### src/downsize_params.svh
// Widths assume a 64-bit subordinate and a 32-bit manager W path with one strobe bit per byte
`ifndef DOWNSIZE_PARAMS_SVH
`define DOWNSIZE_PARAMS_SVH

// ------------------------------
// Address and data widths
// ------------------------------
`define DS_ADDR_W     32
`define DS_SI_DATA_W  64
`define DS_MI_DATA_W  32
`define DS_ID_W       4

// ------------------------------
// Burst limits and AxCACHE bits
// ------------------------------

// Largest len a single manager burst can carry
`define DS_MAX_BURST_LEN    255

// Position of the modifiable bit inside AxCACHE
`define DS_CACHE_MODIFIABLE 1

`endif

### src/downsize_pkg.sv
// Type widths follow downsize_params.svh; only the 64-to-32 write downsizer uses them
`default_nettype none

`include "downsize_params.svh"

package downsize_pkg;

  // AXI burst encodings, reserved value 2'b11 unused
  typedef enum logic [1:0] {
    BURST_FIXED = 2'b00,
    BURST_INCR  = 2'b01,
    BURST_WRAP  = 2'b10
  } burst_e;

  // Write path mode of the current burst
  typedef enum logic [1:0] {
    WR_IDLE        = 2'b00,
    WR_PASSTHROUGH = 2'b01,
    WR_DOWNSIZE    = 2'b10
  } wr_mode_e;

  typedef logic [`DS_ADDR_W-1:0]      addr_t;
  typedef logic [7:0]                 len_t;
  typedef logic [2:0]                 size_t;
  typedef logic [8:0]                 full_len_t;
  typedef logic [`DS_SI_DATA_W-1:0]   si_data_t;
  typedef logic [`DS_SI_DATA_W/8-1:0] si_strb_t;
  typedef logic [`DS_MI_DATA_W-1:0]   mi_data_t;
  typedef logic [`DS_MI_DATA_W/8-1:0] mi_strb_t;
  typedef logic [`DS_ID_W-1:0]        id_t;

endpackage

`default_nettype wire

### src/wide_word_buffer.sv
// Holds a single wide W beat; ready depends combinationally on word_pop_i
`default_nettype none

module wide_word_buffer import downsize_pkg::*; (
  input  wire logic     clk_i,
  input  wire logic     rst_ni,
  // Subordinate W
  input  wire si_data_t slv_w_data_i,
  input  wire si_strb_t slv_w_strb_i,
  input  wire logic     slv_w_last_i,
  input  wire logic     slv_w_valid_i,
  output logic          slv_w_ready_o,
  // Stored word towards the serializer
  output logic          word_valid_o,
  output si_data_t      word_data_o,
  output si_strb_t      word_strb_o,
  output logic          word_last_o,
  input  wire logic     word_pop_i
);

  logic     full_q;
  logic     load;
  si_data_t data_q;
  si_strb_t strb_q;
  logic     last_q;

  // Free slot, or the held word leaves this cycle
  assign slv_w_ready_o = !full_q || word_pop_i;
  assign load          = slv_w_valid_i && slv_w_ready_o;

  // ------------------------------
  // Occupancy
  // ------------------------------
  always_ff @(posedge clk_i or negedge rst_ni) begin
    if (!rst_ni) begin
      full_q <= 1'b0;
    end else if (load) begin
      full_q <= 1'b1;
    end else if (word_pop_i) begin
      full_q <= 1'b0;
    end
  end

  // Payload
  always_ff @(posedge clk_i) begin
    if (load) begin
      data_q <= slv_w_data_i;
      strb_q <= slv_w_strb_i;
      last_q <= slv_w_last_i;
    end
  end

  assign word_valid_o = full_q;
  assign word_data_o  = data_q;
  assign word_strb_o  = strb_q;
  assign word_last_o  = last_q;

endmodule

`default_nettype wire

### config.mk
export PLATFORM = sky130hd
export DESIGN_NAME = wide_word_buffer
export DESIGN_NICKNAME = d
export VERILOG_FILES = /design/src/downsize_pkg.sv /design/src/wide_word_buffer.sv
export VERILOG_INCLUDE_DIRS = /design/src
export SDC_FILE = /design/constraint.sdc
export NUM_CORES = 1
export LEC_CHECK = 0
export BUFFER_PORTS_ARGS = -buffer_cell sky130_fd_sc_hd__clkbuf_2
export CORE_UTILIZATION = 37
export CTS_CLUSTER_SIZE = 30
export DETAILED_ROUTE_END_ITERATION = 16
export PLACE_DENSITY_LB_ADDON = 0.12
export RECOVER_POWER = 50
export SLEW_MARGIN = 20
export SYNTH_ARGS = -nofsm -noshare
export SYNTH_HDL_FRONTEND = slang
export SYNTH_SLANG_ARGS = --single-unit
### constraint.sdc
create_clock -name clk_i -period 1.3 [get_ports clk_i]
set_input_delay 0.195 -clock clk_i [delete_from_list [all_inputs] [get_ports clk_i]]
set_output_delay 0.195 -clock clk_i [all_outputs]
set_load 0.03 [all_outputs]
---- After elaboration in Yosys (flattened, before gate mapping) ----
Cells that the tools add are included.
storage, ports and cells
  bits in registers ....................... 74
  input bits .............................. 77
  output and inout port bits .............. 75
  word-level logic and storage cells ...... 10
cells by class
  multiplexer cells ....................... 2
  reduce and logical (&&, ||, !) cells .... 4
operator list
  operator           count
  $mux 1             2
  $reduce_bool 2->1  1
  $logic_and 1x1->1  1
  $logic_not 1->1    1
  $logic_or 1x1->1   1

---- Longest topological paths before layout ----
  word-level depth ........................ 4
  mapped depth ............................ 2
  depth with buffers taken out ............ 2

---- Least setup slack after synthesis ----
No wires, ideal clock.
  path kind ............................... reg2reg
  start point ............................. reg full_q (netlist: word_valid_o)
  end point ............................... reg data_q[0] (netlist: word_data_o[0]), enable pin
  setup time .............................. 0.380 ns
  arrival ................................. 1.310 ns
  slack ................................... -0.390 ns
  cell stages (with the launch flop) ...... 3
  clock period less this slack ............ 1.690 ns
  path through ............................ dfrtp_1 nand2b_4 and2_4
on the way
  longest elaborated chain between the ends .. 3
ends and longest elaborated chain
  item                      RTL line                text
  start: declaration        wide_word_buffer.sv:21  logic full_q;
  start signal: assignment  wide_word_buffer.sv:36  full_q <= 1'b0;
  start signal: assignment  wide_word_buffer.sv:38  full_q <= 1'b1;
  start signal: assignment  wide_word_buffer.sv:40  full_q <= 1'b0;
  $logic_not 1->1           wide_word_buffer.sv:28  assign slv_w_ready_o = !full_q || word_pop_i;
  $logic_or 1x1->1          wide_word_buffer.sv:28
  via slv_w_ready_o         wide_word_buffer.sv:12  output logic slv_w_ready_o,
  $logic_and 1x1->1         wide_word_buffer.sv:29  assign load = slv_w_valid_i && slv_w_ready_o;
  via load                  wide_word_buffer.sv:22  logic load;
  end signal: assignment    wide_word_buffer.sv:47  data_q <= slv_w_data_i;
  end: declaration          wide_word_buffer.sv:23  si_data_t data_q;
The timed path passes the listed nets, and every way through them passes these cells.
A chain may end at the register's enable or synchronous reset.

---- Worst setup path after layout ----
  start point ............................. reg full_q (netlist: word_valid_o)
  end point ............................... reg data_q[1] (netlist: word_data_o[1]), enable pin
on the way
  longest elaborated chain between the ends .. 3
ends and longest elaborated chain
  item               RTL line
  $logic_not 1->1    wide_word_buffer.sv:28
  $logic_or 1x1->1   wide_word_buffer.sv:28
  $logic_and 1x1->1  wide_word_buffer.sv:29
  via load           wide_word_buffer.sv:22
The timed path passes the listed nets, and every way through them passes these cells.

==> flow_metrics.tcl <==
set metrics [dict create \
    outcome "finished, final reports clean" \
    finalNetCount 321 \
    slew_violations 0 \
    worstSetupPathType "reg2reg" \
    placed_area_mm2 0.00315 \
    core_area_mm2 0.00589 \
    initial_core_util_pct 38.2 \
    drv_cap 0 \
    via_per_inst 4.12 \
    gp_congestion 0.685 \
    synth_area_leaders "edfxtp_1 98%, dfrtp_1 1.1%, nand2b_4 0.61%, and2_4 0.39%, nand2b_1 0.28%" \
    dr.first_iter.drc_count 61 \
    slowest_delay_ns 0.42 \
    period_share_pct 93.7 \
    drc 0 \
    max_slew_margin_pct 73.7 \
    yosysTopAreaCellShare_pct 97.6 \
    clockPowerShare_pct 32.2 \
    cts.clk_slew.worst_paths_ns 0.07 \
    syn-num-nets 154 \
    combPwrFrac_pct 11.3 \
    clockBufferDepth 2 \
    p_int_mw 3.82 \
    grt_pass1_vias 1241 \
    path_max_fanout 34 \
    worst_pin_slew_ns 0.396 \
    yosysUniqueCellTypes 5 \
    fill_cells 518 \
    layout_commonest_cell "clkbuf_2" \
    htreeDepth 3 \
    netSwitchingPower_mw 1.16 \
    vias 1330 \
    drive_above_1_share_pct 54.0 \
    grt_pass1_wl_um 5710 \
    pwr-share-seq_pct 56.5 \
    syn_avg_cell_area_um2 29.2 \
    grt_max_degree 35 \
    cts_buffers 9 \
    area_growth_pct 46.6 \
    grt_overflow 0 \
    post_cts_resized 0 \
    multi_input_area_um2 28.8 \
    pre_cts_ws_ns 0.0904 \
    synth-seq-cells 74 \
    path_buf_inv 1 \
    die_h_um 79.9 \
    cts_sinks 74 \
    yosys_warnings 0 \
    hp-class "in2reg" \
    fp.dieW_um 79.9 \
    p_sw_share_pct 23.3 \
    end_kind "flop" \
    cts-root-buf "clkbuf_8" \
    cp_slowest_cell "dfrtp_2" \
    hpwl_um 3100 \
    layout_common_cells "115 x clkbuf_2, 73 x edfxtp_1, 37 x clkbuf_1" \
    fin_crit_ns 1.22 \
    die_area_mm2 0.00639 \
    leakage_nw 1.36 \
    tritoncts "built" \
    clock_skew_ns 0.00420 \
    path_delay_family "flip-flops" \
    crit_arrival_ns 1.24 \
    start_kind "flop" \
    hold_viol 0 \
    cp_cell_sequence "nand2b_4, and2_4, buf_12" \
    port_buffers 151 \
    track_usage_pct 12.9 \
    postSynthCellCount 77 \
    syn_area_mm2 0.00225 \
    fmax_ghz 0.821 \
    final_area_mm2 0.00329 \
    yosysSeqAreaShare_pct 98.7 \
    first_pass_iters 4 \
    rows 28 \
    clk_latency_ns 0.32 \
    seqCellArea_mm2 0.00222 \
    finalSetupTns_ns 0 \
    drt-total-wl_um 4130 \
    rsz0062_at_grt "no" \
    grt_antenna_before_repair 0 \
    detail_route.wl_per_cell_um 12.8 \
    cellPowerDensity_mw_per_mm2 1510 \
    setup_viol 0 \
    boundaryPins 152 \
    n_antenna_cell 0 \
    cts_setup_buffers 0 \
    finalWorstSetupSlack_ns 0.0816 \
    ir_drop_uv 790 \
    yosys.area.top_type "edfxtp_1" \
    drtAntennaViolNets 0 \
    required_ns 1.32 \
]
==> metrics by stage <==
stage | util (%) | hold slack, ns | total power, mW | std cells
2_1_floorplan | - | -0.101 | 3.18 | 77
3_3_place_gp | 53.6 | -0.0292 | 3.44 | 307
3_5_place_dp | 53.6 | -0.0294 | 3.45 | 307
4_1_cts | 56.7 | 0.0168 | 5.06 | 323
5_1_grt | 55.9 | 0.0128 | 5.16 | 323
6_report | 55.9 | 0.0367 | 4.97 | 323
==> power by group through the flow <==
stage                     registers (mW)  logic [mW]  clock network (mW)
final                               2.81       0.560                1.60
after CTS                           2.81       0.583                1.66
after global routing                2.82       0.594                1.75
after global placement              2.86       0.577                   0
after detailed placement            2.86       0.581                   0
after floorplan                     3.13      0.0542                   0
==> area by class of cell <==
class	instances	area share, %
Clock inverter	4	1.33
Timing Repair Buffer	156	23.6
Tap cell	75	2.85
Clock buffer	11	3.99
Sequential cell	74	67.4
Multi-Input combinational cell	3	0.874
==> cells by family (layout without fill, tap and decap cells) <==
family / after synthesis / in the layout / synth area share [%]
buf+inv: 0 / 171 / 0
simple gates: 3 / 3 / 1.28
flops: 74 / 74 / 98.7
==> sequential cells by signal (all words and copies together) (netlist names) <==
| register | count |
|---|---|
| word_last_o | 1 |
| word_valid_o | 1 |
| word_data_o | 64 |
| word_strb_o | 8 |
==> synth_stat cells <==
library cell   n
edfxtp_1      73
and2_4         1
dfrtp_1        1
nand2b_1       1
nand2b_4       1
==> timing repair <==
action | 4_1_cts | 5_1_grt
hold endpoints to repair | 1 | 0
endpoints found under the setup margin | 0 | 0
hold buffers | 1 | 0
==> metal layers <==
metal | GRT usage [%] | routed length (um) | vias up
met5 | 0 | 0 | -
li1 | - | - | 641
met1 | 13.6 | 1480 | 597
met2 | 20.2 | 2040 | 82
met4 | 9.11 | 92 | 0
met3 | 6.06 | 509 | 10
==> final timing paths <==
check                      slack, ns             end             from  cells past startpoint
max                             0.08  word_data_o[1]     word_valid_o                      3
max reg2reg                     0.08  word_data_o[1]     word_valid_o                      3
min                             0.04  word_data_o[5]  slv_w_data_i[5]                      1
max in group asynchronous       1.03    word_valid_o           rst_ni                      2
min reg2reg                     0.53    word_valid_o     word_valid_o                      2
min in group asynchronous       0.17    word_valid_o           rst_ni                      2
==> worst register-to-register path, stage by stage (launching register included) <==
cell and delay, ns:
dfrtp_2 0.42, nand2b_4 0.07, and2_4 0.19, buf_12 0.21
(Power assumes the default switching activity.)
